**src/mmio_consts.svh**
```systemverilog
`ifndef MMIO_CONSTS_SVH
`define MMIO_CONSTS_SVH

// inclusive upper bounds of each address region
`define MMIO_FETCH_MAX 32'd1024 // instruction fetch region
`define MMIO_REG_MAX   32'd1056 // external register region
`define MMIO_MEM_MAX   32'd1792 // data memory region
`define MMIO_TFT_MAX   32'd2047 // display write region

// top byte put in front of every memory address
`define MMIO_MEM_PREFIX 8'h33

// busy cycles each target holds per access
`define MEM_WAIT 3
`define REG_WAIT 1
`define TFT_WAIT 2

// memory model geometry and power-up pattern
`define MEM_ADDR_BITS 11           // 2048 words
`define MEM_INIT_XOR  32'hA5A50000 // word i holds i ^ this

`endif

```
**src/mmio_pkg.sv**
```systemverilog
package mmio_pkg;

    // access codes from the cpu memory handler, also used toward the memory
    typedef enum logic [1:0] {
        RWI_READ_INSTR = 2'b00, // instruction fetch
        RWI_WRITE      = 2'b01, // write to a target
        RWI_READ_DATA  = 2'b10, // data or register read
        RWI_IDLE       = 2'b11  // no access
    } rwi_t;

    // cpu data and address word
    typedef logic [31:0] word_t;

    // index into the external register bank
    typedef logic [4:0] reg_idx_t;

endpackage

```
**src/ext_reg_bank.sv**
```systemverilog
`include "mmio_consts.svh"

module ext_reg_bank (
    input  logic               clk,
    input  logic               rst,
    input  logic               reg_rd,    // cpu read request from the decoder
    input  mmio_pkg::reg_idx_t reg_addr,  // register picked by the cpu
    input  logic               load_en,   // outside load strobe
    input  mmio_pkg::reg_idx_t load_addr, // register to load
    input  mmio_pkg::word_t    load_data, // value to load
    output mmio_pkg::word_t    reg_rdata, // read data toward the decoder
    output logic               reg_busy   // read in progress
);

    localparam int WAIT = `REG_WAIT;
    localparam int CW   = $clog2(WAIT + 1);

    mmio_pkg::word_t regs [32];
    logic [CW-1:0]   wait_cnt; // cycles seen for the current read
    logic            done;     // read served, waiting for it to drop
    logic            fire;

    assign fire     = reg_rd && !done && (wait_cnt == CW'(WAIT));
    assign reg_busy = reg_rd && !done && !fire;

    always_ff @(posedge clk) begin
        if (rst) begin
            wait_cnt <= '0;
            done     <= 1'b0;
        end else if (!reg_rd) begin
            wait_cnt <= '0;
            done     <= 1'b0;
        end else if (fire) begin
            wait_cnt <= '0;
            done     <= 1'b1; // one completion per request
        end else if (!done) begin
            wait_cnt <= wait_cnt + 1'b1;
        end
    end

    // registers cleared on reset, loaded only from the outside port
    always_ff @(posedge clk) begin
        if (rst) begin
            regs <= '{default: '0};
        end else if (load_en) begin
            regs[load_addr] <= load_data;
        end
    end

    // read data follows the held index, zero when not reading
    assign reg_rdata = reg_rd ? regs[reg_addr] : '0;

endmodule

```
**config.mk**
```make
export PLATFORM = sky130hd
export DESIGN_NAME = ext_reg_bank
export DESIGN_NICKNAME = d
export VERILOG_FILES = /design/src/mmio_pkg.sv /design/src/ext_reg_bank.sv
export VERILOG_INCLUDE_DIRS = /design/src /design/src/src
export SDC_FILE = /design/constraint.sdc
export NUM_CORES = 2
export LEC_CHECK = 0
export BUFFER_PORTS_ARGS = -buffer_cell sky130_fd_sc_hd__buf_4
export CORE_MARGIN = 2
export CORE_UTILIZATION = 35
export DETAILED_ROUTE_END_ITERATION = 7
export HOLD_SLACK_MARGIN = 0.1
export PLACE_DENSITY_LB_ADDON = 0.08
export REMOVE_ABC_BUFFERS = 1
export SYNTH_ARGS = -nofsm -noshare
export SYNTH_HDL_FRONTEND = slang
export SYNTH_SLANG_ARGS = --single-unit
```
**constraint.sdc**
```tcl
create_clock -name clk -period 4.1 [get_ports clk]
set_input_delay 0.615 -clock clk [delete_from_list [all_inputs] [get_ports clk]]
set_output_delay 0.615 -clock clk [all_outputs]
set_load 0.02 [all_outputs]
```
Yosys cells after proc, flatten, opt, wreduce, memory -nomap -nowiden:

Index checks and enable logic that the tools add are counted.
Widths: inputs -> output; s select.

* add/sub/neg operators: 1
* $lt $le $gt $ge: 3
* muxes and demuxes: 7
* bitwise operators: 3
* reduce and logical (&&, ||, !) cells: 8

Operators with widths (count)
* $bwmux 1024: 1
* $bmux 32 s5: 1
* $demux 32 s5: 1
* $mux 32: 4
* $ge 6x6->1 const B: 2
* $not 5->6: 2
* $lt 6x1->1 const B: 1
* $logic_and 1x1->1: 4
* $reduce_or 3->1: 1
* $logic_not 1->1: 2
* $reduce_or 2->1: 1
* $add 1x1->1 const B: 1
* $not 1->1: 1

* bits in registers: 1026
* output and inout port bits: 33

Logic depth before layout (Yosys ltp):

* word-level depth: 6
* mapped depth: 8

Worst setup path after synthesis:

No wires, ideal clock.

* path kind: input-to-output
* start: in reg_addr[1]
* end: out reg_rdata[22]
* arrival time: 2120 ps
* data required time: 3485 ps
* setup slack: 1365 ps
* stages on the path: 8
* buffers on the path: 4
* cell sequence: buf_6 -> buf_6 -> buf_6 -> nor2b_2 -> buf_4 -> a221oi_1 -> o21ai_1 -> a31oi_1

* cells in the longest elaborated chain, start to end: 5

Ends and longest elaborated chain
* start: declaration: RTL line ext_reg_bank.sv:7 `input mmio_pkg::reg_idx_t reg_addr,`
* $not 5->6 (not written as such): RTL line ext_reg_bank.sv:51 `assign reg_rdata = reg_rd ? regs[reg_addr] : '0;`
* $bmux 32 s5: RTL line ext_reg_bank.sv:51
* $mux 32 (not written as such) (2 in series): RTL line ext_reg_bank.sv:51
* $mux 32: RTL line ext_reg_bank.sv:51
* end: declaration: RTL line ext_reg_bank.sv:11 `output mmio_pkg::word_t reg_rdata,`

Every way passes these cells. The select of a mux whose other input is x is not followed.

Worst setup path after layout:

* start: in reg_addr[0]
* end: out reg_rdata[19]

The elaborated chain is that of the path after synthesis.

==> qor.yml <==
critical_path:
  worstPathRequired_ns: 3.48
  critPathKind: "primary input to primary output"
  r2r_cells: 2
  rrSetupSlack_ns: 3.43
  critPathCaptureType: "primary output"
  cp-startpoint: "reg_addr[0]"
  startpoint_type: "primary input"
  cp_max_fo: 20
  r2r_start: "regs[910]$_SDFFE_PP0P_"
  reg2reg_to: "regs[910]$_SDFFE_PP0P_"
  crit_arrival_ns: 3.40
  crit_end: "reg_rdata[19]"
route:
  drt_iter0_markers: 3406
  num_vias: 36810
  routed_wl_um: 170000
  final_antenna_net_count: 0
  viasPerCell: 5.391
  firstDrtPassIters: 6
  wire_per_inst_um: 24.89
  post-route-drc-count: 0
sta:
  rsz0062_at_grt: "no"
  fin_crit_sh_pct: 97.88
  slew_headroom_pct: 27.68
  tightest_slew_ns: 1.081
  setup_tns_ns: 0
  whs_ns: 0.3535
  skew_ns: 0.002390
  max_freq_ghz: 0.2492
  drv_slew: 0
  fin_crit_ns: 4.013
  hold_viol: 0
  setup_viol: 0
clocking:
  clk_pin_slew_ns: 0.06
  cts.sinks: 1026
  clk_root_buffer_cell: "clkbuf_16"
  cts_tree: "yes"
  post-cts-setup-buffers: 0
  worstSkewPairLatency_ns: 0.71
  hold_buffers: 0
  clockBufferDepth: 3
  numCtsBuffers: 117
  cts_resized: 0
  htree_levels: 3
global_routing:
  grt_use_total_pct: 26.11
  grt_pass1_wl_um: 246300
  gr-total-overflow: 0
  grt_pass1_vias: 35600
  grt_max_degree: 112
  antenna_found_initial: 4
floorplan:
  die_w_um: 358.3
  core_area_sq_mm: 0.1241
  ios: 79
  start_util_pct: 35.40
  rows: 129
  fp.dieH_um: 358.3
  dieArea_sq_mm: 0.1284
yosys:
  synth_edf_count: 0
  yosys_warnings: 0
  syn_area_per_cell_sq_um: 8.396
  synthTopCellsByArea: "dfxtp_1 (47%), nand2_1 (18%), a21oi_1 (12%)"
  synth_flop_cell: "dfxtp_1"
  synth_top_area_share_pct: 46.75
  synth_cell_types: 40
  synthCells: 5233
  synth.most_common_cell: "nand2_1"
  synth.largest_area_cell: "dfxtp_1"
  synth.yosys.seq_area_share_pct: 46.75
  synthesis.area_sq_mm: 0.04394
  async_flop_share_pct: 0
  synthTopCellsByCount: "nand2_1 (2096), dfxtp_1 (1026), a21oi_1 (1024), clkbuf_1 (336), mux4_2 (201)"
  ys_seq_elements: 1026
power_and_ir_drop:
  peakVddDrop_v: 0.0003206
  power_uw: 21990
  leakage_uw: 0.01631
  powerDensity_mw_per_mm2: 438.5
final_layout:
  nFillCells: 12320
  area_growth_pct: 14.13
  final_area_sq_mm: 0.05015
  layoutNonFillerInstCount: 6829
  layout-drive-gt1-share_pct: 14.51
  final_net_count: 5149
job:
  maxCapViolations: 0
placement:
  dpl_cell_area_sq_mm: 0.04637
  dp_cells: 6621
  place_congestion: 0.9158
  port-buffer-count: 78
  dp_hpwl_um: 97260
outcome:
  status: "finished clean"
min_path:
  hp-class: "primary input to flip-flop"
## power breakdown
group	internal, uW	leakage [uW]	total, uW	switching (uW)
logic	423	0.00618	1480	1060
registers	10000	0.00827	10100	36.6
clock network	6080	0.00186	10400	4350
total	16500	0.0163	22000	5450
## worst min path at each step
| stage | cells past startpoint | to | from |
|---|---|---|---|
| 6_report | 2 | regs[262]$_SDFFE_PP0P_ | rst |
| 5_1_grt | 3 | regs[972]$_SDFFE_PP0P_ | load_data[12] |
| 4_1_cts | 3 | regs[972]$_SDFFE_PP0P_ | load_data[12] |
| 2_1_floorplan | 2 | regs[644]$_SDFFE_PP0P_ | regs[644]$_SDFFE_PP0P_ |
| 3_5_place_dp | 2 | regs[87]$_SDFFE_PP0P_ | regs[87]$_SDFFE_PP0P_ |
| 3_3_place_gp | 2 | regs[932]$_SDFFE_PP0P_ | regs[932]$_SDFFE_PP0P_ |
## final cells by class
class	instances	area (sq um)	share of cell area [%]
Sequential cell	1026	20540	40.96
Timing Repair Buffer	263	2535	5.055
Antenna cell	3	7.507	0.01497
Multi-Input combinational cell	3694	21240	42.36
Clock inverter	30	350.3	0.6986
Inverter	1	5.005	0.009981
Tap cell	1637	2048	4.085
Clock buffer	175	3416	6.812
## through the flow
stage | setup WS, ns | util, %
floorplan | 0.9430 | -
finish | 0.08685 | 40.40
detailed placement | 0.1882 | 37.36
CTS | 0.1834 | 40.39
global placement | 0.1884 | 37.36
global route | 0.07506 | 40.39
## per-layer routing
metal / part of all wire, % / track usage (%)
met1: 44 / 35.11
met2: 45 / 41.00
met3: 6.6 / 5.472
met4: 4.1 / 10.20
met5: 0.016 / 0
## worst max-delay path: stages
cell	delay [ns]
buf_4	0.40
buf_12	0.25
mux4_2	0.52
mux2_2	0.32
o221ai_1	0.56
a31oi_1	0.38
buf_4	0.31
## flip-flops by register name (all words and copies together) (netlist names)
register / flops
done: 1
regs: 1024
wait_cnt: 1
## cells by family after synthesis
kind of cell,share of synthesized area (%)
compound gates,14.22
xor+xnor,0.01994
buf+inv,5.319
flops,46.75
mux,14.78
simple gates,18.92
## placed cells by master, fill, tap and decap left out, types with 4 or more instances in the layout
cell,count
clkinv_2,19
o221ai_1,32
a221oi_1,24
clkbuf_8,27
o21ai_1,20
clkbuf_1,31
buf_12,43
nor2_4,28
nor2_1,5
nand2_1,2087
clkbuf_16,117
nand2_2,9
a31oi_1,32
buf_4,217
nand3b_1,5
mux4_2,201
mux4_1,23
and3b_1,5
mux2_2,64
o21ai_0,4
nor2_2,5
a21oi_1,1024
dfxtp_1,1026
mux2i_1,64
bufinv_16,6
a22oi_1,32
o2111ai_1,8
(Power assumes the default switching activity.)
