[src/mmio_consts.svh]
`ifndef MMIO_CONSTS_SVH
`define MMIO_CONSTS_SVH

// inclusive upper bounds of each address region
`define MMIO_FETCH_MAX 32'd1024 // instruction fetch region
`define MMIO_REG_MAX   32'd1056 // external register region
`define MMIO_MEM_MAX   32'd1792 // data memory region
`define MMIO_TFT_MAX   32'd2047 // display write region

// top byte put in front of every memory address
`define MMIO_MEM_PREFIX 8'h33

// busy cycles each target holds per access
`define MEM_WAIT 3
`define REG_WAIT 1
`define TFT_WAIT 2

// memory model geometry and power-up pattern
`define MEM_ADDR_BITS 11           // 2048 words
`define MEM_INIT_XOR  32'hA5A50000 // word i holds i ^ this

`endif

[src/mmio_pkg.sv]
package mmio_pkg;

    // access codes from the cpu memory handler, also used toward the memory
    typedef enum logic [1:0] {
        RWI_READ_INSTR = 2'b00, // instruction fetch
        RWI_WRITE      = 2'b01, // write to a target
        RWI_READ_DATA  = 2'b10, // data or register read
        RWI_IDLE       = 2'b11  // no access
    } rwi_t;

    // cpu data and address word
    typedef logic [31:0] word_t;

    // index into the external register bank
    typedef logic [4:0] reg_idx_t;

endpackage

[src/tft_write_port.sv]
`include "mmio_consts.svh"

module tft_write_port (
    input  logic            clk,
    input  logic            rst,
    input  logic            tft_wr,     // write request from the decoder
    input  mmio_pkg::word_t tft_addr,   // display write address
    input  mmio_pkg::word_t tft_wdata,  // display write data
    output logic            tft_busy,   // write still pacing
    output logic            disp_valid, // one-cycle strobe per accepted write
    output mmio_pkg::word_t disp_addr,  // address presented to the display
    output mmio_pkg::word_t disp_data   // data presented to the display
);

    localparam int WAIT = `TFT_WAIT;
    localparam int CW   = $clog2(WAIT + 1);

    logic [CW-1:0] wait_cnt; // cycles seen for the current write
    logic          done;     // write delivered, waiting for it to drop
    logic          fire;

    assign fire     = tft_wr && !done && (wait_cnt == CW'(WAIT));
    assign tft_busy = tft_wr && !done && !fire;

    always_ff @(posedge clk) begin
        if (rst) begin
            wait_cnt <= '0;
            done     <= 1'b0;
        end else if (!tft_wr) begin
            wait_cnt <= '0;
            done     <= 1'b0;
        end else if (fire) begin
            wait_cnt <= '0;
            done     <= 1'b1;
        end else if (!done) begin
            wait_cnt <= wait_cnt + 1'b1;
        end
    end

    // capture the held write during pacing, stable by the completion cycle
    always_ff @(posedge clk) begin
        if (tft_wr && !done) begin
            disp_addr <= tft_addr;
            disp_data <= tft_wdata;
        end
    end

    // strobe on the cycle busy drops, exactly once per write
    assign disp_valid = fire;

endmodule

[config.mk]
export PLATFORM = sky130hd
export DESIGN_NAME = tft_write_port
export DESIGN_NICKNAME = d
export VERILOG_FILES = /design/src/mmio_pkg.sv /design/src/tft_write_port.sv
export VERILOG_INCLUDE_DIRS = /design/src /design/src/src
export SDC_FILE = /design/constraint.sdc
export NUM_CORES = 1
export LEC_CHECK = 0
export ABC_AREA = 1
export CAP_MARGIN = 20
export CORE_UTILIZATION = 38
export DETAILED_ROUTE_END_ITERATION = 8
export DONT_BUFFER_PORTS = 1
export SYNTH_ARGS = -nofsm -noshare
export SYNTH_HDL_FRONTEND = slang
export SYNTH_SLANG_ARGS = --single-unit
[constraint.sdc]
create_clock -name clk -period 6.29 [get_ports clk]
set_input_delay 1.258 -clock clk [delete_from_list [all_inputs] [get_ports clk]]
set_output_delay 1.258 -clock clk [all_outputs]
set_load 0.005 [all_outputs]
* After elaboration in Yosys (flattened, before gate mapping)
Index checks and enable logic that the tools add are counted.
** Storage, ports and cells
- Register bits :: 67
- Bits of input ports :: 67
- Output and inout port bits :: 66
- Word-level logic and storage cells :: 14
** Operators by class
- Add/sub/neg operators :: 1
- Equal/unequal tests :: 1
- Bitwise gates (word level) :: 1
- Reduce and logical (&&, ||, !) cells :: 7
** Operators by type and width (count)
- logical AND 1 bit :: 3
- OR reduction 3 bit :: 1
- adder 2 x 1 -> 2 bit (second input constant) :: 1
- == test 2 bit (second input constant) :: 1
- logical NOT 1 bit :: 2
- OR reduction 2 bit :: 1
- inverter 1 bit :: 1

* Depth between registers and ports, before layout
Gate-level depths: netlist of the first run.
- Word-level depth :: 5
- Gate-level depth with buffers :: 5
- Mapped depth without buffers :: 5

* Worst setup path after synthesis of the first run
OpenSTA, ideal clock, no wires.
- Path type :: input-to-reg
- Start :: input port tft_wr
- End :: register disp_addr[0], enable pin
- Setup time :: 0.486 ns
- Arrival time :: 4.009 ns
- Data required time :: 5.804 ns
- Slack :: 1.795 ns
- Cell stages on the path :: 2
- Path buffers :: 0
- Path through :: inv_1 > nor2_1
** On the way
- Word-level cells in the longest chain between the ends :: 1
** RTL lines
- start, declared :: line tft_write_port.sv:6 : input logic tft_wr,
- logical AND 1 bit :: line tft_write_port.sv:42 : if (tft_wr && !done) begin
- end signal, assigned :: line tft_write_port.sv:43 : disp_addr <= tft_addr;
- end, declared :: line tft_write_port.sv:11 : output mmio_pkg::word_t disp_addr,
No other way between the ends.
A chain may end at the register's enable or synchronous reset.

* Worst setup path after layout of the first run
- Start :: input port tft_wr
- End :: output port tft_busy
** On the way
- Word-level cells in the longest chain between the ends :: 4
** RTL lines
- logical AND 1 bit * :: line tft_write_port.sv:22, tft_write_port.sv:23
- logical AND 1 bit :: line tft_write_port.sv:22 : assign fire = tft_wr && !done && (wait_cnt == CW'(WAIT));
- logical NOT 1 bit :: line tft_write_port.sv:23 : assign tft_busy = tft_wr && !done && !fire;
- logical AND 1 bit * :: line tft_write_port.sv:23
- end, declared :: line tft_write_port.sv:9 : output logic tft_busy,
Mark *: on every way between the ends. The rest lies on a longest branch, timed or not.

==> results of run 1 <==
registers in the layout, summed over array words and instances, names as in the netlist:
register,cells
done,1
wait_cnt,2
disp_data,32
disp_addr,32
path summary, 6_finish.rpt:
kind	start	to	slack, ns	depth (start not counted)
setup / recovery	tft_wr	tft_busy	3.48	2
hold / removal	wait_cnt[0]$_SDFFE_PP0N_	wait_cnt[0]$_SDFFE_PP0N_	0.52	3
hold reg to reg	wait_cnt[0]$_SDFFE_PP0N_	wait_cnt[0]$_SDFFE_PP0N_	0.52	3
setup reg to reg	done$_SDFFE_PP0P_	disp_addr[10]$_DFFE_PP_	4.47	2
per-layer routing:
metal	GRT usage [%]	up-vias	wire length [µm]
li1	-	350	-
met1	12.2	380	1210
met2	19.4	94	1710
met3	8.86	8	464
met4	8.08	0	67
met5	0	-	0
cell families (layout without fill, tap and decap cells):
logic type / after synthesis / after routing / synth area share [%]
buffers and inverters: 5 / 20 / 0.899
AND/OR/NAND/NOR: 13 / 13 / 3.18
AO/OA/AOI/OAI: 1 / 1 / 0.360
adder cells (fa/ha/maj): 1 / 1 / 0.599
flip-flops: 67 / 67 / 95.0
layout make-up:
class,instances,area (µm²)
Inverter,5,18.8
Clock inverter,5,22.5
Clock buffer,9,124
Tap cell,70,87.6
Sequential cell,67,1980
Fill cell,461,2870
Multi-Input combinational cell,15,93.8
Timing Repair Buffer,1,7.51
power by group:
group          leakage (µW)  switching (µW)  total, µW  internal (µW)
clock             0.0000796             138        271            133
sequential         0.000650            13.0        532            519
combinational     0.0000721            11.0       13.5           2.46
total              0.000802             162        817            655
cell usage in the layout (no fill, tap or decap):
cell type and count:
nand3_2 1, nor3_1 1, ha_1 1, clkinv_2 3, buf_4 1, edfxtp_1 64, nor2_4 2, inv_1 4
clkinv_1 2, nor2_1 4, nand2_2 1, nand2_1 4, clkbuf_8 9, o21a_1 1, inv_2 1, dfxtp_1 3
metrics by stage:
stage	area (µm²)	hold slack, ns	power (µW)
CTS	2340	0.527	832
floorplan	2090	0.475	549
global placement	2190	0.485	555
global route	2340	0.576	854
detailed placement	2190	0.518	556
finish	2340	0.520	817
cell usage after synthesis (all sizes together):
master  number
inv          5
ha           1
nor2         6
dfxtp        3
nor3         1
nand3        1
nand2        5
edfxtp      64
o21a         1
==> impl_metrics.csv, run 1 <==
group,metric,value,unit
synthesis,syn_nets,155,
clocking,cts_tree,"yes",
global_route,grt_pass1_wl,4.98,mm
clocking,root_buffer,"clkbuf_8",
setup_path,crit_family,"simple AND/OR/NAND/NOR gates",
place,placed_cells,158,
global_route,grt_max_degree,45,
floorplanning,die_h,76.1,µm
power_and_ir_drop,leakagePower,0.000802,µW
setup_path,crit_slowest_cell,"nor3_1",
synthesis,ys_seq_elements,67,
clocking,clock-sinks,67,
setup_path,worstPathMaxFanout,3,
final_layout,area_delta_synth_final,11.9,%
sta,fmax,355,MHz
synthesis,ys_seq_area_share,95.0,%
routing,dr.pass1.iters,4,
power_and_ir_drop,vdd_ir_drop_max,142,µV
place,dp_hpwl,2.49,mm
synthesis,synth_area_leaders,"edfxtp_1, dfxtp_1, nor2_1",
synthesis,yosysTopAreaCell,"edfxtp_1",
run_status,status,"finished clean",
routing,num_vias,832,
routing,detail_route.vias_per_cell,4.84,
synthesis,synth_area_per_cell,24.0,µm²
floorplanning,dieArea,0.00579,mm²
setup_path,max_stage_delay,0.22,ns
setup_path,cp_num_buf_inv,1,
sta,period_share,44.7,%
global_route,overflow,0,
clocking,cts_resized,0,
sta,rsz0062_at_grt,"no",
synthesis,synth_top_area_share,92.1,%
run,max_cap_violations,0,
place,gp_congestion,0.632,
clocking,ctsLongestPathBuffers,2,
floorplanning,core_area,0.00520,mm²
routing,ant_nets,0,
worst_hold_path,hp-class,"flop to flop",
setup_path,cp.arrival,1.56,ns
clocking,cts_buffers,9,
routing,drt_iter0_markers,21,
sta,worstMarginPinSlew,0.539,ns
routing,drt-wirelength-per-cell,20.1,µm
place,post-place-ws,3.46,ns
final_layout,final-instance-count-excl-fill,172,
setup_path,end_kind,"output pin",
power_and_ir_drop,powerDensity,350,mW/mm²
synthesis,synthesis.instances,87,
floorplanning,rows,26,
global_route,first_global_vias,826,
global_route,antenna_found_initial,0,
synthesis,syn_area,0.00209,mm²
setup_path,critPathRequiredTime,5.03,ns
sta,report.final.slew_viol_count,0,
clocking,cts_setup_buffers,0,
final_layout,fin_nets,167,
sta,setup_violations,0,
routing,drt_wl_total,3.46,mm
clocking,h-tree-depth,3,
routing,drcViolationCount,0,
final_layout,fin_util,44.9,%
clocking,insertion_delay,0.32,ns
sta,finClkSkew,0.00431,ns
setup_path,path_class,"input pin to output pin",
floorplanning,initial_core_util,40.1,%
floorplanning,dieWidth,76.1,µm
setup_path,path_cells,"inv_1, nor3_1",
sta,setup-tns-final,0,ns
place,port_buffers,0,
clocking,clkTransAtPathRegs,0.06,ns
synthesis,yosysUniqueCellTypes,12,
clocking,holdBufCountCts,0,
sta,layout_min_cycle_time,2.81,ns
setup_path,cp-start-kind,"input pin",
sta,maxSlewHeadroom,64.0,%
final_layout,insertedDiodeCount,0,
final_layout,drive_above_1_share,17.6,%
global_route,grtUsageTotal,12.6,%
floorplanning,io_pins,133,
sta,worst_slack,3.48,ns
synthesis,yosysWarnings,0,
sta,finalHoldViolations,0,
Note: power is estimated with default switching activity, not from simulation.
==> inputs of run 2 (changes only) <==
==> constraint.sdc (replaced) <==
create_clock -name clk -period 2.69 [get_ports clk]
set_input_delay 0.538 -clock clk [delete_from_list [all_inputs] [get_ports clk]]
set_output_delay 0.538 -clock clk [all_outputs]
set_load 0.005 [all_outputs]
==> impl_metrics.csv, run 2 (synthesis results as in run 1) <==
group,metric,value,unit
run_status,status,"finished clean",
setup_path,crit_family,"flip-flops",
setup_path,cp-startpoint,"wait_cnt[0]$_SDFFE_PP0N_",
setup_path,worstPathMaxFanout,3,
global_route,grt_pass1_wl,4.87,mm
clocking,cts_tree,"yes",
setup_path,path_class,"flop to output pin",
power_and_ir_drop,leakagePower,0.000816,µW
final_layout,fin_util,45.6,%
setup_path,max_stage_delay,0.33,ns
final_layout,area_delta_synth_final,13.8,%
clocking,ctsLongestPathBuffers,2,
routing,drt_iter0_markers,57,
place,port_buffers,0,
final_layout,reg.largest.list,"disp_addr (32), disp_data (32), wait_cnt (2)",
final_layout,fin_area,0.00237,mm²
routing,detail_route.vias_per_cell,4.83,
worst_hold_path,hp-start,"tft_addr[4]",
sta,rsz0062_at_grt,"no",
floorplanning,die_h,76.1,µm
routing,dr.pass1.iters,3,
sta,layout_min_cycle_time,1.72,ns
global_route,grtUsageTotal,12.5,%
global_route,first_global_vias,866,
floorplanning,rows,26,
sta,setup_violations,0,
sta,worstMarginPinSlew,0.404,ns
run,max_cap_violations,0,
floorplanning,io_pins,133,
clocking,root_buffer,"clkbuf_8",
power_and_ir_drop,powerDensity,850,mW/mm²
routing,ant_nets,0,
setup_path,path_cells,"inv_1, ha_1, nor3_1",
place,dp_hpwl,2.55,mm
global_route,overflow,0,
sta,finalHoldViolations,0,
final_layout,fin_nets,168,
clocking,holdBufCountCts,0,
floorplanning,core_area,0.00520,mm²
place,placed_cells,159,
sta,maxSlewHeadroom,73.1,%
setup_path,cp-start-kind,"flop",
setup_path,r2r_start,"done$_SDFFE_PP0P_",
place,gp_congestion,0.700,
floorplanning,initial_core_util,40.1,%
power_and_ir_drop,vdd_ir_drop_max,344,µV
sta,hold_ws,0.303,ns
setup_path,critPathRequiredTime,2.15,ns
routing,num_vias,846,
floorplanning,dieArea,0.00579,mm²
clocking,insertion_delay,0.33,ns
setup_path,cp.arrival,1.18,ns
global_route,grt_max_degree,35,
clocking,cts_setup_buffers,0,
clocking,clkTransAtPathRegs,0.06,ns
routing,drt-wirelength-per-cell,19.5,µm
routing,drcViolationCount,0,
clocking,clock-sinks,67,
clocking,cts_buffers,9,
final_layout,drive_above_1_share,17.1,%
global_route,antenna_found_initial,0,
sta,setup-tns-final,0,ns
final_layout,insertedDiodeCount,0,
setup_path,end_kind,"output pin",
worst_hold_path,hp-class,"input pin to flop",
final_layout,fillers,453,
floorplanning,dieWidth,76.1,µm
sta,finClkSkew,0.00485,ns
place,placed_area,0.00220,mm²
setup_path,crit_slowest_cell,"dfxtp_1",
clocking,h-tree-depth,3,
setup_path,cp_num_buf_inv,1,
clocking,cts_resized,0,
routing,drt_wl_total,3.42,mm
sta,period_share,63.9,%
final_layout,layout_common_cells,"edfxtp_1, clkbuf_8",
final_layout,final-instance-count-excl-fill,175,
sta,fmax,582,MHz
sta,report.final.slew_viol_count,0,
final_layout,mostFrequentLayoutCell,"edfxtp_1",
run 2: worst reg2reg max path, delay by kind of cell, from the launching register on:
kind	cells	cell delay, ns
buffers and inverters	1	0.37
and+or+nand+nor	1	0.14
DFF	1	0.39
run 2: path summary, 6_finish.rpt:
check	slack, ns	end	depth (start not counted)
setup / recovery	0.97	tft_busy	3
hold / removal	0.30	disp_addr[4]$_DFFE_PP_	0
setup reg to reg	1.44	disp_data[10]$_DFFE_PP_	2
hold reg to reg	0.52	wait_cnt[0]$_SDFFE_PP0N_	3
run 2: metrics by stage:
step	worst slack [ns]	power [µW]
global route	0.903	2110
CTS	0.934	2050
global placement	1.25	1300
floorplan	0.701	1280
detailed placement	1.22	1300
finish	0.972	2020
run 2: cell type report:
cell class / count / area (µm²) / area share, %
multi-input combinational: 15 / 93.8 / 3.95
clock buffer: 13 / 139 / 5.85
tap: 70 / 87.6 / 3.69
clock inverter: 3 / 38.8 / 1.63
sequential: 67 / 1980 / 83.5
timing repair buffer: 2 / 15.0 / 0.632
inverter: 5 / 18.8 / 0.790
run 2: power by group:
part / switching [µW] / internal, µW
combinational: 25.7 / 6.78
clock: 317 / 425
sequential: 30.4 / 1210
total: 374 / 1650
run 2: metal layers:
| metal | wire [µm] | global-route usage, % | up-vias |
|---|---|---|---|
| li1 | - | - | 356 |
| met1 | 1210 | 11.0 | 380 |
| met2 | 1610 | 19.4 | 99 |
| met3 | 496 | 8.38 | 11 |
| met4 | 100 | 10.4 | 0 |
| met5 | 0 | 0 | - |
==> inputs of run 3 (changes only) <==
==> constraint.sdc (replaced) <==
create_clock -name clk -period 1.5 [get_ports clk]
set_input_delay 0.3 -clock clk [delete_from_list [all_inputs] [get_ports clk]]
set_output_delay 0.3 -clock clk [all_outputs]
set_load 0.005 [all_outputs]
==> impl_metrics.csv, run 3 (synthesis results as in run 1) <==
group,metric,value,unit
global_route,grtUsageTotal,12.9,%
clocking,cts_buffers,9,
setup_path,path_class,"flop to output pin",
sta,layout_min_cycle_time,1.40,ns
run_status,status,"finished clean",
place,port_buffers,0,
global_route,overflow,0,
routing,dr.pass1.iters,4,
floorplanning,core_area,0.00520,mm²
floorplanning,initial_core_util,40.1,%
floorplanning,dieWidth,76.1,µm
clocking,ctsLongestPathBuffers,2,
power_and_ir_drop,leakagePower,0.000809,µW
final_layout,area_delta_synth_final,13.8,%
floorplanning,dieArea,0.00579,mm²
worst_hold_path,hp-class,"input pin to flop",
sta,setup-tns-final,0,ns
setup_path,ff2ff_path_depth,2,
setup_path,r2r_start,"done$_SDFFE_PP0P_",
place,gp_congestion,0.644,
routing,detail_route.vias_per_cell,4.89,
sta,setup_violations,0,
routing,ant_nets,0,
routing,drt_iter0_markers,40,
clocking,holdBufCountCts,0,
sta,rsz0062_at_grt,"no",
global_route,grt_pass1_wl,5.21,mm
floorplanning,io_pins,133,
final_layout,fillers,455,
setup_path,cp-start-kind,"flop",
global_route,first_global_vias,911,
sta,report.final.slew_viol_count,0,
clocking,cts_tree,"yes",
sta,period_share,93.5,%
floorplanning,die_h,76.1,µm
global_route,antenna_found_initial,0,
final_layout,layout_common_cells,"edfxtp_1, clkbuf_8, inv_1, nand2_1, nor2_1",
setup_path,critPathRequiredTime,1.20,ns
final_layout,fin_nets,168,
clocking,h-tree-depth,3,
final_layout,insertedDiodeCount,0,
clocking,cts_setup_buffers,0,
clocking,clkTransAtPathRegs,0.07,ns
sta,finClkSkew,0.00469,ns
power_and_ir_drop,powerDensity,1450,mW/mm²
routing,num_vias,841,
setup_path,cp.arrival,1.10,ns
setup_path,r2r_slack,0.37,ns
clocking,root_buffer,"clkbuf_8",
sta,fmax,713,MHz
final_layout,mostFrequentLayoutCell,"edfxtp_1",
routing,drcViolationCount,0,
run,max_cap_violations,0,
power_and_ir_drop,p_total,3450,µW
final_layout,drive_above_1_share,21.6,%
sta,worstMarginPinSlew,0.226,ns
clocking,clock-sinks,67,
place,dp_hpwl,2.67,mm
power_and_ir_drop,vdd_ir_drop_max,599,µV
routing,drt-wirelength-per-cell,21.0,µm
global_route,grt_max_degree,41,
sta,maxSlewHeadroom,84.9,%
sta,finalHoldViolations,0,
setup_path,end_kind,"output pin",
setup_path,worstPathMaxFanout,3,
setup_path,rr_endpoint,"disp_addr[13]$_DFFE_PP_",
clocking,insertion_delay,0.32,ns
worst_hold_path,hold_end,"disp_data[26]$_DFFE_PP_",
worst_hold_path,min_path_cells,0,
floorplanning,rows,26,
routing,drt_wl_total,3.62,mm
final_layout,reg.largest.list,"disp_addr (32), disp_data (32), wait_cnt (2)",
worst_hold_path,hp-start,"tft_wdata[26]",
-- run 3: power by group --
group,internal (µW),switching [µW],total (µW)
combinational,21.7,51.7,73.3
sequential,2180,55.0,2230
clock,559,582,1140
-- run 3: layout make-up --
| type | instances | area (µm²) | area share [%] |
|---|---|---|---|
| clock inverter | 4 | 21.3 | 0.895 |
| sequential | 67 | 1980 | 83.5 |
| inverter | 5 | 18.8 | 0.790 |
| multi-input combinational | 15 | 101 | 4.27 |
| timing repair buffer | 2 | 40.0 | 1.69 |
| clock buffer | 9 | 124 | 5.21 |
| tap | 70 | 87.6 | 3.69 |
-- run 3: worst max path at each step --
stage                             startpoint                     end  slack (ns)
CTS                 wait_cnt[0]$_SDFFE_PP0N_                tft_busy        0.02
global route        wait_cnt[0]$_SDFFE_PP0N_              disp_valid        0.04
detailed placement  wait_cnt[0]$_SDFFE_PP0N_                tft_busy        0.36
global placement    wait_cnt[0]$_SDFFE_PP0N_                tft_busy        0.39
finish              wait_cnt[0]$_SDFFE_PP0N_              disp_valid         0.1
floorplan                             tft_wr  disp_addr[0]$_DFFE_PP_       -0.25
-- run 3: worst max-delay path, cell delays in order, from the launching register on --
cell and delay [ns]:
dfxtp_1 0.31, inv_1 0.08, ha_2 0.22, nand3_2 0.09, inv_1 0.07
-- run 3: metal layers --
metal	share of wire [%]	global-route usage, %	wire length (µm)
met3	10	6.47	377
met2	49	20.2	1780
met1	38	13.5	1380
met4	2.2	8.85	78
met5	0	0	0
-- run 3: per-stage QoR --
step / area [µm²] / worst slack, ns / cells / hold WS, ns / util [%]
6_report: 2380 / 0.0981 / 172 / 0.0663 / 45.6
3_5_place_dp: 2220 / 0.361 / 159 / 0.399 / 42.7
2_1_floorplan: 2100 / -0.251 / 87 / 0.399 / -
3_3_place_gp: 2220 / 0.387 / 159 / 0.399 / 42.7
5_1_grt: 2380 / 0.0391 / 172 / 0.0406 / 45.6
4_1_cts: 2370 / 0.0244 / 172 / 0.0414 / 45.6
-- run 3: repair_timing --
action | CTS | global route
resized for setup | 1 | 1
endpoints found under the setup margin | 1 | 2
pin swaps | 0 | 1
endpoints found under the hold margin | 0 | 0
