===== src/mmio_consts.svh =====
`ifndef MMIO_CONSTS_SVH
`define MMIO_CONSTS_SVH

// inclusive upper bounds of each address region
`define MMIO_FETCH_MAX 32'd1024 // instruction fetch region
`define MMIO_REG_MAX   32'd1056 // external register region
`define MMIO_MEM_MAX   32'd1792 // data memory region
`define MMIO_TFT_MAX   32'd2047 // display write region

// top byte put in front of every memory address
`define MMIO_MEM_PREFIX 8'h33

// busy cycles each target holds per access
`define MEM_WAIT 3
`define REG_WAIT 1
`define TFT_WAIT 2

// memory model geometry and power-up pattern
`define MEM_ADDR_BITS 11           // 2048 words
`define MEM_INIT_XOR  32'hA5A50000 // word i holds i ^ this

`endif


===== src/mmio_pkg.sv =====
package mmio_pkg;

    // access codes from the cpu memory handler, also used toward the memory
    typedef enum logic [1:0] {
        RWI_READ_INSTR = 2'b00, // instruction fetch
        RWI_WRITE      = 2'b01, // write to a target
        RWI_READ_DATA  = 2'b10, // data or register read
        RWI_IDLE       = 2'b11  // no access
    } rwi_t;

    // cpu data and address word
    typedef logic [31:0] word_t;

    // index into the external register bank
    typedef logic [4:0] reg_idx_t;

endpackage


===== src/mmio_decoder.sv =====
`include "mmio_consts.svh"

module mmio_decoder (
    input  mmio_pkg::word_t    cpu_addr,    // access address from the memory handler
    input  mmio_pkg::rwi_t     cpu_rwi,     // access code from the memory handler
    input  mmio_pkg::word_t    cpu_wdata,   // write data from the memory handler
    input  mmio_pkg::word_t    mem_rdata,   // read data from the memory bridge
    input  logic               mem_busy,    // memory bridge working
    input  mmio_pkg::word_t    reg_rdata,   // read data from the register bank
    input  logic               reg_busy,    // register bank working
    input  logic               tft_busy,    // display port working
    output logic               busy,        // back to the memory handler
    output mmio_pkg::word_t    ext_data,    // data and register read result
    output mmio_pkg::word_t    instruction, // fetched instruction word
    output mmio_pkg::rwi_t     mem_rwi,     // access code toward memory
    output mmio_pkg::word_t    mem_addr,    // prefixed memory address
    output mmio_pkg::word_t    mem_wdata,   // memory write data
    output logic               reg_rd,      // register read request
    output mmio_pkg::reg_idx_t reg_addr,    // register index
    output logic               tft_wr,      // display write request
    output mmio_pkg::word_t    tft_addr,    // display write address
    output mmio_pkg::word_t    tft_wdata    // display write data
);

    logic            in_fetch; // 0 .. 1024
    logic            in_reg;   // 1025 .. 1056
    logic            in_mem;   // 1057 .. 1792
    logic            in_tft;   // 1793 .. 2047
    logic            is_write;
    logic            is_rd_data;
    logic            is_fetch;
    mmio_pkg::word_t mem_word_addr;

    assign in_fetch = cpu_addr <= `MMIO_FETCH_MAX;
    assign in_reg   = (cpu_addr > `MMIO_FETCH_MAX) && (cpu_addr <= `MMIO_REG_MAX);
    assign in_mem   = (cpu_addr > `MMIO_REG_MAX) && (cpu_addr <= `MMIO_MEM_MAX);
    assign in_tft   = (cpu_addr > `MMIO_MEM_MAX) && (cpu_addr <= `MMIO_TFT_MAX);

    assign is_write   = cpu_rwi == mmio_pkg::RWI_WRITE;
    assign is_rd_data = cpu_rwi == mmio_pkg::RWI_READ_DATA;
    // the handler may fetch with either read code, both land on the fetch path
    assign is_fetch   = (cpu_rwi == mmio_pkg::RWI_READ_INSTR) || is_rd_data;

    // memory region prefix in the top byte, lower 24 bits kept
    assign mem_word_addr = {`MMIO_MEM_PREFIX, cpu_addr[23:0]};

    always_comb begin
        busy        = 1'b0;                 // unrouted access never stalls
        ext_data    = '0;
        instruction = '0;
        mem_rwi     = mmio_pkg::RWI_IDLE;   // memory idle by default
        mem_addr    = '0;
        mem_wdata   = '0;
        reg_rd      = 1'b0;
        reg_addr    = '0;
        tft_wr      = 1'b0;
        tft_addr    = '0;
        tft_wdata   = '0;

        if (in_fetch && is_fetch) begin
            busy        = mem_busy;
            mem_rwi     = mmio_pkg::RWI_READ_INSTR; // fetch from instruction memory
            mem_addr    = mem_word_addr;
            instruction = mem_rdata;                 // ext_data stays zero
        end else if (in_reg && is_rd_data) begin
            busy     = reg_busy;
            reg_rd   = 1'b1;
            reg_addr = cpu_addr[4:0];                // low 5 bits pick the register
            ext_data = reg_rdata;
        end else if (in_mem && (is_write || is_rd_data)) begin
            busy     = mem_busy;
            mem_rwi  = cpu_rwi;                      // write or data read
            mem_addr = mem_word_addr;
            if (is_write) begin
                mem_wdata = cpu_wdata;
            end else begin
                ext_data = mem_rdata;
            end
        end else if (in_tft && is_write) begin
            busy      = tft_busy;
            tft_wr    = 1'b1;
            tft_addr  = cpu_addr;                    // display sees the raw address
            tft_wdata = cpu_wdata;
        end
    end

endmodule


===== config.mk =====
export PLATFORM = sky130hd
export DESIGN_NAME = mmio_decoder
export DESIGN_NICKNAME = d
export VERILOG_FILES = /design/src/mmio_pkg.sv /design/src/mmio_decoder.sv
export VERILOG_INCLUDE_DIRS = /design/src /design/src/src
export SDC_FILE = /design/constraint.sdc
export NUM_CORES = 1
export LEC_CHECK = 0
export BUFFER_PORTS_ARGS = -buffer_cell sky130_fd_sc_hd__buf_2
export CELL_PAD_IN_SITES_DETAIL_PLACEMENT = 1
export CELL_PAD_IN_SITES_GLOBAL_PLACEMENT = 1
export CORE_AREA = 3 3 128 130
export DETAILED_ROUTE_END_ITERATION = 7
export DIE_AREA = 0 0 131 133
export MAX_ROUTING_LAYER = met4
export PLACE_DENSITY_LB_ADDON = 0.1
export SETUP_SLACK_MARGIN = 0.15
export SLEW_MARGIN = 20
export SYNTH_ARGS = -nofsm -noshare
export SYNTH_HDL_FRONTEND = slang
export SYNTH_SLANG_ARGS = --single-unit

===== constraint.sdc =====
create_clock -name vclk -period 1.5
set_input_delay 0.075 -clock vclk [all_inputs]
set_output_delay 0.075 -clock vclk [all_outputs]
set_load 0.02 [all_outputs]

Word-level counts from Yosys, hierarchy flattened. Cells that the tools add are included.

ROM bits: 0. Output and inout bits: 202. Word-level logic and storage cells: 54. Register bits after elaboration: 0. Input port bits: 133. Latch bits: 0. Bits in writable memories: 0. Memories kept: 0.

Bitwise gates (word level): 0. Equality and inequality tests: 2. Reductions and logical operators: 10. Mux-type cells: 35. Add/subtract/negate cells: 0. Div/mod/pow operators: 0. Multipliers: 0. $lt $le $gt $ge: 7. Shift-type cells: 0.

Operators with widths (number): 2-to-1 mux 32 bit (17); less-or-equal comparator 32 x 11 -> 1 bit, second input constant (4); greater-than comparator 32 x 11 -> 1 bit, second input constant (3); 2-to-1 mux 30 bit (3); 2-to-1 mux 1 bit (10); 2-to-1 mux 5 bit (2); logical AND 1 bit (7); 2-to-1 mux 2 bit (3); equality test 2 x 1 -> 1 bit, second input constant (1); equality test 2 bit, second input constant (1); zero test 2 bit (1); logical OR 1 bit (2).

Longest topological paths before layout. Gate-level depths: netlist (run 1).

Depth after elaboration: 7. Gate-level depth with buffers: 8. Depth with buffers taken out: 6.

Worst setup path before layout (run 1). OpenSTA, ideal clock, no wires.

Kind: input -> output. Start: input port cpu_addr[13]. End: output port mem_addr[10]. Arrival time: 1.655 ns. Data required time: 1.425 ns. Slack: -0.230 ns. Stages on the path: 6. Cells stage by stage: nor4_2 -> nand3_1 -> a311o_2 -> a21oi_1 -> buf_2 -> and2_1.

Word-level cells in the longest chain between the ends: 6.

RTL lines: start: declaration (line mmio_decoder.sv:4) `input mmio_pkg::word_t cpu_addr,`; greater-than comparator 32 x 11 -> 1 bit (no source line) / less-or-equal comparator 32 x 11 -> 1 bit (equally long branches); logical AND 1 bit (line mmio_decoder.sv:36) `` assign in_mem = (cpu_addr > `MMIO_REG_MAX) && (cpu_addr <= `MMIO_MEM_MAX); ``; logical AND 1 bit (line mmio_decoder.sv:70) `end else if (in_mem && (is_write || is_rd_data)) begin`; 2-to-1 mux 30 bit (line mmio_decoder.sv:70); 2-to-1 mux 30 bit (line mmio_decoder.sv:65) `end else if (in_reg && is_rd_data) begin`; 2-to-1 mux 30 bit * (line mmio_decoder.sv:60) `if (in_fetch && is_fetch) begin`; end: declaration (line mmio_decoder.sv:16) `output mmio_pkg::word_t mem_addr,`.

Mark *: on every way between the ends. The rest lies on a longest branch, timed or not.

Worst setup path in the final report (run 1).
Start: input port cpu_addr[0]. End: output port ext_data[19].

Word-level cells in the longest chain between the ends: 6.

RTL lines: greater-than comparator 32 x 11 -> 1 bit (no source line) / less-or-equal comparator 32 x 11 -> 1 bit (equally long branches); logical AND 1 bit (line mmio_decoder.sv:36); logical AND 1 bit (line mmio_decoder.sv:70); 2-to-1 mux 32 bit (line mmio_decoder.sv:70); 2-to-1 mux 32 bit (line mmio_decoder.sv:65); 2-to-1 mux 32 bit * (line mmio_decoder.sv:60); end: declaration (line mmio_decoder.sv:13) `output mmio_pkg::word_t ext_data,`.

Marked as above.

==> impl_results.md, run 1 <==
* Area Overhead vs Synth at 205%
* Power Total at 0.471 mW
* Multi-input logic area at 2090 µm²
* Core area at 15,300 µm²
* Crit path time final at 1880 ps
* Sequential cell count at 0
* Setup TNS at -49,670 ps
* Sequential cell area fraction in the yosys report at 0%
* Worst path cell trace: buf_8 > or4_4 > o21ai_4 > nand3_2 > nor3_4 > buf_6 > clkbuf_16 > a32o_2 > buf_6
* CP Launch Point: cpu_addr[0]
* Outcome: complete, but fails checks
* Vias in the first global route at 3,557
* Syn Inst Count at approximately 270
* # clk buffers at 0
* Remaining Overflow, GRT at 0
* YS warnings at 0
* PD cells at a little over 80 nW/µm²
* Max_cap viols at 0
* Hold Buf Count CTS at 0
* CP Data Arrival Time at 1800 ps
* Final Hold Viols at 0
* Synth area leaders: and2_1, buf_4, a32o_2
* CP max stage cell: or4_4
* Die area at 17,400 µm²
* RSZ-0062 raised after global routing: yes
* Site Rows at between 40 and 50
* WHS Path Cells at 3
* Crit path launch type: primary input
* Reg area at 0 µm²
* Worst VDD drop at 0.0000674 V
* Worst Setup EP: ext_data[19]
* Cell area after synthesis at 1910 µm²
* Peak Freq at 0.532 GHz
* Worst EP required at 1420 ps
* Initial Util at 12.5%
* Hold Slack at 457 ps
* Routed via count at roughly 3,300
* Post-synth top area share at 28.9%
* Final worst slack at -379 ps
* Total wire length at 14.5 mm
* Die width at 131 µm
* Largest net degree at the start of global routing at 33
* IO Pins at between 300 and 400
* Iteration-0 DRC Markers at 60
* Filler cells at 1,795
* Port Buffers at 297
* Cell variety after synth at 33
* Slew Limit Fails at 0
* Vias per cell at 4.06
* Failing checks: negative setup slack
* First-pass GRT wire length at 20.2 mm
* Pre-CTS setup slack at -443 ps
* Die Span Y at 133 µm
* Antenna Nets Post-Route at 0
* Layout Nets at 741
* Average wire per standard cell at ~18 µm
* Final period util at 125%
* GPL Wtd Cong at 0.757
* Buf/Inv on CP at 4
* Critical path type: in2out
* CP top delay family: simple AND/OR/NAND/NOR gates
* Crit-path most repeated cell: buf_6
* Remaining DRCs at 0
* Avg Synthesized Cell Area at 7.17 µm²
* CP peak stage delay at 530 ps
* P_leak at roughly 3.1 nW
* Max FO, Critical Path at 6
* Final setup violation count at roughly 160
* GRT Total Usage at 15.1%
* Final Util at 38.2%
* Synth area leader: and2_1
* Hold Crit Class: in2out
* HPWL Detailed at 10.4 mm
* Levels on crit path at 9
* 1st-pass router iterations at 4
* Layout cells sized above 1 at 89.9%
* CP endpoint kind: output port
* Initial antenna violation count at 2
==> synth_stat cells, drive strengths merged <==
| cell type | number |
|---|---|
| nand4 | 1 |
| nor2b | 1 |
| buf | 56 |
| nor4 | 7 |
| clkbuf | 10 |
| clkinv | 1 |
| a32o | 32 |
| nand4b | 1 |
| nor2 | 6 |
| and3 | 32 |
| a311o | 1 |
| or4 | 1 |
| nand2 | 4 |
| nand2b | 1 |
| nor3 | 6 |
| a21oi | 4 |
| a211o | 1 |
| nand3 | 3 |
| and2 | 88 |
| o21ai | 1 |
| inv | 4 |
| conb | 1 |
| a221o | 1 |
| ha | 3 |
==> power by group <==
part           switching (mW)  leakage (nW)  internal [mW]
clock                       0     0.0000127    0.000000178
sequential                  0             0              0
combinational           0.274          3.09          0.198
total                   0.274          3.09          0.198
==> kinds of logic (layout without fill, tap and decap cells) <==
family | Yosys count | in the layout | share of synthesized area, %
buffers and inverters | 71 | 371 | 25.6
AO/OA/AOI/OAI | 40 | 40 | 21.6
other | 1 | 40 | 0.197
AND/OR/NAND/NOR | 151 | 151 | 50.6
adder cells (fa/ha/maj) | 3 | 3 | 1.97
==> cell usage in the layout (no fill, tap or decap), types with 7 or more instances in the layout <==
cell type  count
buf_4         31
and3_2         8
and3_4        24
buf_16        10
nor4_4         7
buf_2        140
buf_12        14
a32o_2        32
conb_1        38
and2_4        85
buf_6        166
==> how the worst min path moves through the flow <==
stage	start	endpoint	slack, ps
floorplan	cpu_addr[2]	mem_addr[2]	290
global placement	reg_rdata[13]	ext_data[13]	480
finish	reg_rdata[20]	ext_data[20]	460
CTS	reg_rdata[10]	ext_data[10]	460
detailed placement	reg_rdata[27]	ext_data[27]	480
global route	reg_rdata[2]	ext_data[2]	470
==> metal layers <==
metal,part of all wire [%],track usage (%),up-vias
li1,-,-,1550
met1,35,15.6,1562
met2,57,31.0,198
met3,7.4,1.57,6
met4,0.98,1.03,0
met5,0,-,-
==> repair_timing <==
item / in CTS / in global routing
buffers inserted: 18 / 3
gates resized for setup: 333 / 62
endpoints found under the hold margin: 0 / 0
gates cloned: 11 / 1
pin swaps: 41 / 17
setup endpoints to repair: 164 / 164
==> cell type report <==
class / count / share of cell area, %
Antenna cell: 2 / 0.0860
Inverter: 5 / 0.322
Multi-Input combinational cell: 232 / 35.9
Tap cell: 211 / 4.53
Timing Repair Buffer: 366 / 59.1
==> metrics by stage <==
| stage | cell area (µm²) | cells |
|---|---|---|
| after floorplan | 2530 | 303 |
| after global placement | 4100 | 781 |
| after detailed placement | 4100 | 781 |
| after CTS | 5550 | 810 |
| after global routing | 5820 | 816 |
| final | 5820 | 816 |
(Power assumes the default switching activity.)
==> run 2, diff against run 1 <==
==> constraint.sdc (replaced) <==
create_clock -name vclk -period 1.5
set_input_delay 0.225 -clock vclk [all_inputs]
set_output_delay 0.225 -clock vclk [all_outputs]
set_load 0.02 [all_outputs]
==> impl_results.md, run 2 (synthesized netlist as in run 1, its figures left out) <==
* Outcome: complete, but fails checks
* Failing checks: negative setup slack
* Site Rows at 45
* Vias in the first global route at around 3,500
* Worst VDD drop at 0.0000679 V
* CP top delay family: simple AND/OR/NAND/NOR gates
* Initial antenna violation count at 1
* Peak Freq at 0.453 GHz
* Port Buffers at ~300
* Iteration-0 DRC Markers at 50
* PD cells at 82.0 nW/µm²
* P_leak at approximately 3.1 nW
* Die area at 17,400 µm²
* Crit-path most repeated cell: buf_6
* Sequential cell count at 0
* Filler cells at 1,772
* Remaining Overflow, GRT at 0
* GRT Total Usage at 14.7%
* Crit path time final at 2210 ps
* Die width at 131 µm
* Leading cell type in the layout, fill and taps excluded: buf_6
* Max FO, Critical Path at 15
* 1st-pass router iterations at 4
* # clk buffers at 0
* Area Overhead vs Synth at 211%
* HPWL Detailed at 10.6 mm
* Hold Crit Class: in2out
* Slew Limit Fails at 0
* CP peak stage delay at 380 ps
* CP Data Arrival Time at 1980 ps
* Core area at 15,300 µm²
* Most frequent cells in the layout: buf_6, buf_2, and2_4
* Vias per cell at 4.12
* Non-Filler Instances at 820
* CP max stage cell: a311o_2
* Buf/Inv on CP at 3
* Remaining DRCs at 0
* Total wire length at 15.4 mm
* Levels on crit path at 8
* Die Span Y at 133 µm
* Crit path launch type: primary input
* Layout cells sized above 1 at 90.3%
* Antenna Nets Post-Route at 0
* Hold Slack at 753 ps
* Reg area at 0 µm²
* First-pass GRT wire length at 19.7 mm
* Inst Count DP at 783
* Critical path type: in2out
* Max_cap viols at 0
* Worst path cell trace: buf_6 > nor4_4 > nand3_1 > a311o_2 > nor2_4 > clkbuf_16 > and3_4 > buf_6
* RSZ-0062 raised after global routing: yes
* CP endpoint kind: output port
* Worst EP required at 1270 ps
* Fin area at 5930 µm²
* Largest net degree at the start of global routing at 33
* Hold Buf Count CTS at 0
* Average wire per standard cell at 18.8 µm
* Final Hold Viols at 0
* Initial Util at 12.5%
* DP Area at just over 4000 µm²
* Routed via count at between 3,000 and 4,000
* Layout Nets at around 750
* Worst Setup EP: mem_wdata[14]
* Final worst slack at -706 ps
* Final setup violation count at between 150 and 200
* Final period util at 147%
* IO Pins at 335
* GPL Wtd Cong at 0.836
* CP Launch Point: cpu_addr[13]
-- run 2: what timing repair did --
| item | 4_1_cts | 5_1_grt |
|---|---|---|
| buffers inserted | 13 | 9 |
| setup endpoints to repair | 164 | 164 |
| pin swaps | 35 | 39 |
| endpoints found under the hold margin | 0 | 0 |
| resized for setup | 269 | 158 |
| cloned | 6 | 8 |
-- run 2: worst min path at each step --
| stage | startpoint | endpoint | slack (ps) | depth (start not counted) |
|---|---|---|---|---|
| 2_1_floorplan | cpu_addr[2] | mem_addr[2] | 590 | 1 |
| 3_3_place_gp | reg_rdata[1] | ext_data[1] | 780 | 3 |
| 3_5_place_dp | reg_rdata[8] | ext_data[8] | 780 | 3 |
| 4_1_cts | reg_rdata[17] | ext_data[17] | 760 | 3 |
| 5_1_grt | reg_rdata[20] | ext_data[20] | 770 | 3 |
| 6_report | reg_rdata[10] | ext_data[10] | 750 | 3 |
-- run 2: area by class of cell --
type | count | area [µm²] | share of cell area [%]
repair buffers | 371 | 3530 | 59.5
multi-input cells | 232 | 2110 | 35.7
well taps | 211 | 264 | 4.46
inverters | 5 | 18.8 | 0.317
diodes | 1 | 2.50 | 0.0422
-- run 2: where the power goes --
part	internal, mW	switching [mW]	leakage, nW	total [mW]
Clock	0.0000000894	0	0.00000634	0.0000000894
Combinational	0.205	0.281	3.14	0.486
Sequential	0	0	0	0
Total	0.205	0.281	3.14	0.486
-- run 2: routing by layer --
layer	share of wire, %	vias up	global-route usage, %	routed length [µm]
li1	-	1560	-	-
met1	34	1598	15.4	5300
met2	57	208	29.6	8840
met3	7.0	10	1.53	1080
met4	1.4	0	1.43	220
met5	0	-	-	0
-- run 2: through the flow --
stage	setup slack (ps)	utilization (%)	TNS, ps	power (mW)
finish	-706	38.8	-102120	0.486
global placement	-741	27.1	-107390	0.430
global route	-783	38.8	-116310	0.521
detailed placement	-760	27.1	-107680	0.439
CTS	-698	34.0	-100470	0.461
floorplan	-420	-	-50510	0.220
==> run 3, diff against run 2 <==
--- a/config.mk
+++ b/config.mk
@@ -7,10 +7,11 @@
 export NUM_CORES = 1
 export LEC_CHECK = 0
+export ABC_AREA = 1
 export BUFFER_PORTS_ARGS = -buffer_cell sky130_fd_sc_hd__buf_2
 export CELL_PAD_IN_SITES_DETAIL_PLACEMENT = 1
 export CELL_PAD_IN_SITES_GLOBAL_PLACEMENT = 1
-export CORE_AREA = 3 3 128 130
+export CORE_AREA = 3 3 130 132
 export DETAILED_ROUTE_END_ITERATION = 7
-export DIE_AREA = 0 0 131 133
+export DIE_AREA = 0 0 133 135
 export MAX_ROUTING_LAYER = met4
 export PLACE_DENSITY_LB_ADDON = 0.1
==> constraint.sdc (replaced) <==
create_clock -name vclk -period 1.5
set_input_delay 0.15 -clock vclk [all_inputs]
set_output_delay 0.15 -clock vclk [all_outputs]
set_load 0.02 [all_outputs]
==> impl_results.md, run 3 <==
* Final Hold Viols at 0
* GR peak layer: met2
* Peak Freq at between 0.5 and 0.6 GHz
* CP endpoint kind: output port
* P_leak at roughly 3.6 nW
* RSZ-0062 raised after global routing: yes
* Worst path cell trace: buf_6 > nor2_4 > nand3_4 > nor2_4 > nand2_2 > nor2_4 > nor2_4 > nand2_4 > clkinv_8 > buf_12 > buf_12 > nand3_4 > nand2_4 > buf_6
* Cell variety after synth at 24
* Port Buffers at 297
* Crit path launch type: primary input
* Final worst slack at -275 ps
* Non-Filler Instances at 1,019
* Synth top cells by count: nor2_1, nand2_1, inv_1
* Avg Synthesized Cell Area at 5.22 µm²
* GPL Wtd Cong at around 0.8
* Critical path type: in2out
* Final Util at roughly 46%
* Most common cell in the netlist: nor2_1
* Crit-path most repeated cell: nor2_4
* Hold Buf Count CTS at 0
* Buf/Inv on CP at 5
* Failing checks: negative setup slack
* Final period util at 118%
* Synth area leader: nor2_1
* Remaining DRCs at 0
* Most frequent cells in the layout: buf_2, buf_6, buf_4
* GRT Total Usage at 16.2%
* Power Total at 0.790 mW
* Outcome: complete, but fails checks
* Initial antenna violation count at 0
* Core area at around 16,000 µm²
* # clk buffers at 0
* Pre-CTS setup slack at -448 ps
* IO Pins at 335
* Total wire length at 16.2 mm
* DP Area at 5630 µm²
* Leading cell type in the layout, fill and taps excluded: buf_2
* Worst VDD drop at approximately 0.00009 V
* Area Overhead vs Synth at 203%
* Antenna Nets Post-Route at 0
* Hold Crit Class: in2out
* Setup TNS at -33,090 ps
* Site Rows at 46
* 1st-pass router iterations at 4
* Routed via count at 4,091
* Initial Util at 15.1%
* CP max stage cell: nor2_4
* Die area at between 15,000 and 20,000 µm²
* Max FO, Critical Path at 8
* Vias per cell at 4.01
* Grt met3 use at 2.98%
* Vias in the first global route at 4,553
* Die width at 133 µm
* Synth area leaders: nor2_1, buf_4, nand2_1
* First-pass GRT wire length at 23.4 mm
* Inst Count DP at ~1,000
* PD cells at approximately 110 nW/µm²
* Largest net degree at the start of global routing at 29
* Iteration-0 DRC Markers at between 50 and 60
* Grt met2 use at 31.9%
* Layout cells sized above 1 at 79.1%
* Sequential cell area fraction in the yosys report at 0%
* CP Data Arrival Time at around 1600 ps
* Reg area at 0 µm²
* HPWL Detailed at 12.7 mm
* Hold Slack at around 600 ps
* Final setup violation count at between 150 and 200
* Average wire per standard cell at approximately 16 µm
* Syn Inst Count at ~460
* Max_cap viols at 0
* YS warnings at 0
* Slew Limit Fails at 0
* Layout Nets at 941
* Remaining Overflow, GRT at 0
* Die Span Y at 135 µm
* Worst EP required at roughly 1400 ps
* Post-synth top area share at approximately 17%
* Number of antenna repair diodes at 0
* CP peak stage delay at about 160 ps
* Sequential cell count at 0
* GR Util met1 at 17.4%
* Cell area after synthesis at 2380 µm²
* CP top delay family: simple AND/OR/NAND/NOR gates
* Fin area at 7230 µm²
* Crit path time final at 1780 ps
==> run 3: changes by cell type after synthesis, moves of 6 or more <==
cell / previous run / this run
a32o_2: 26 / 0
buf_2: 8 / 0
and3_1: 32 / 0
a32o_1: 6 / 0
inv_2: 0 / 7
nor3_2: 2 / 31
nand2_1: 4 / 87
nand3_1: 3 / 42
and2_1: 88 / 0
inv_1: 4 / 77
nor2_2: 1 / 15
buf_6: 2 / 11
nor2_1: 4 / 108
==> run 3: worst min-delay path, cell delays in order <==
cell,delay [ps]
buf_2,90
nand2_2,60
nand2_4,50
buf_6,100
==> run 3: path summary, 6_finish.rpt <==
check | start | to | slack (ps) | depth (start not counted)
max | cpu_addr[12] | ext_data[1] | -280 | 14
min | reg_rdata[28] | ext_data[28] | 600 | 4
==> run 3: power by group <==
group / internal [mW] / switching (mW)
Combinational: 0.306 / 0.484
Clock: 0 / 0
Sequential: 0 / 0
==> run 3: final cells by class <==
| cell class | count | area, µm² |
|---|---|---|
| Fill cell | 1900 | 8590 |
| Multi-Input combinational cell | 342 | 3310 |
| Timing Repair Buffer | 373 | 3260 |
| Inverter | 88 | 392 |
| Tap cell | 216 | 270 |
==> run 3: kinds of logic after synthesis <==
| logic type | Yosys count | synth area share [%] |
|---|---|---|
| compound gates | 5 | 2.15 |
| other cells | 1 | 0.157 |
| buf+inv | 152 | 35.0 |
| fa+ha+maj | 3 | 1.57 |
| simple gates | 296 | 61.1 |
==> run 3: per-layer routing <==
| metal | vias to the layer above | wire (µm) |
|---|---|---|
| li1 | 1986 | - |
| met1 | 1905 | 5790 |
| met2 | 192 | 9190 |
| met3 | 8 | 1050 |
| met4 | 0 | 147 |
| met5 | - | 0 |
==> run 3: timing repair <==
item | in CTS | in global routing
pin swaps | 62 | 19
gates resized for setup | 207 | 139
hold endpoints to repair | 0 | 0
buffers inserted | 7 | 4
gates cloned | 5 | 8
setup endpoints to repair | 164 | 164
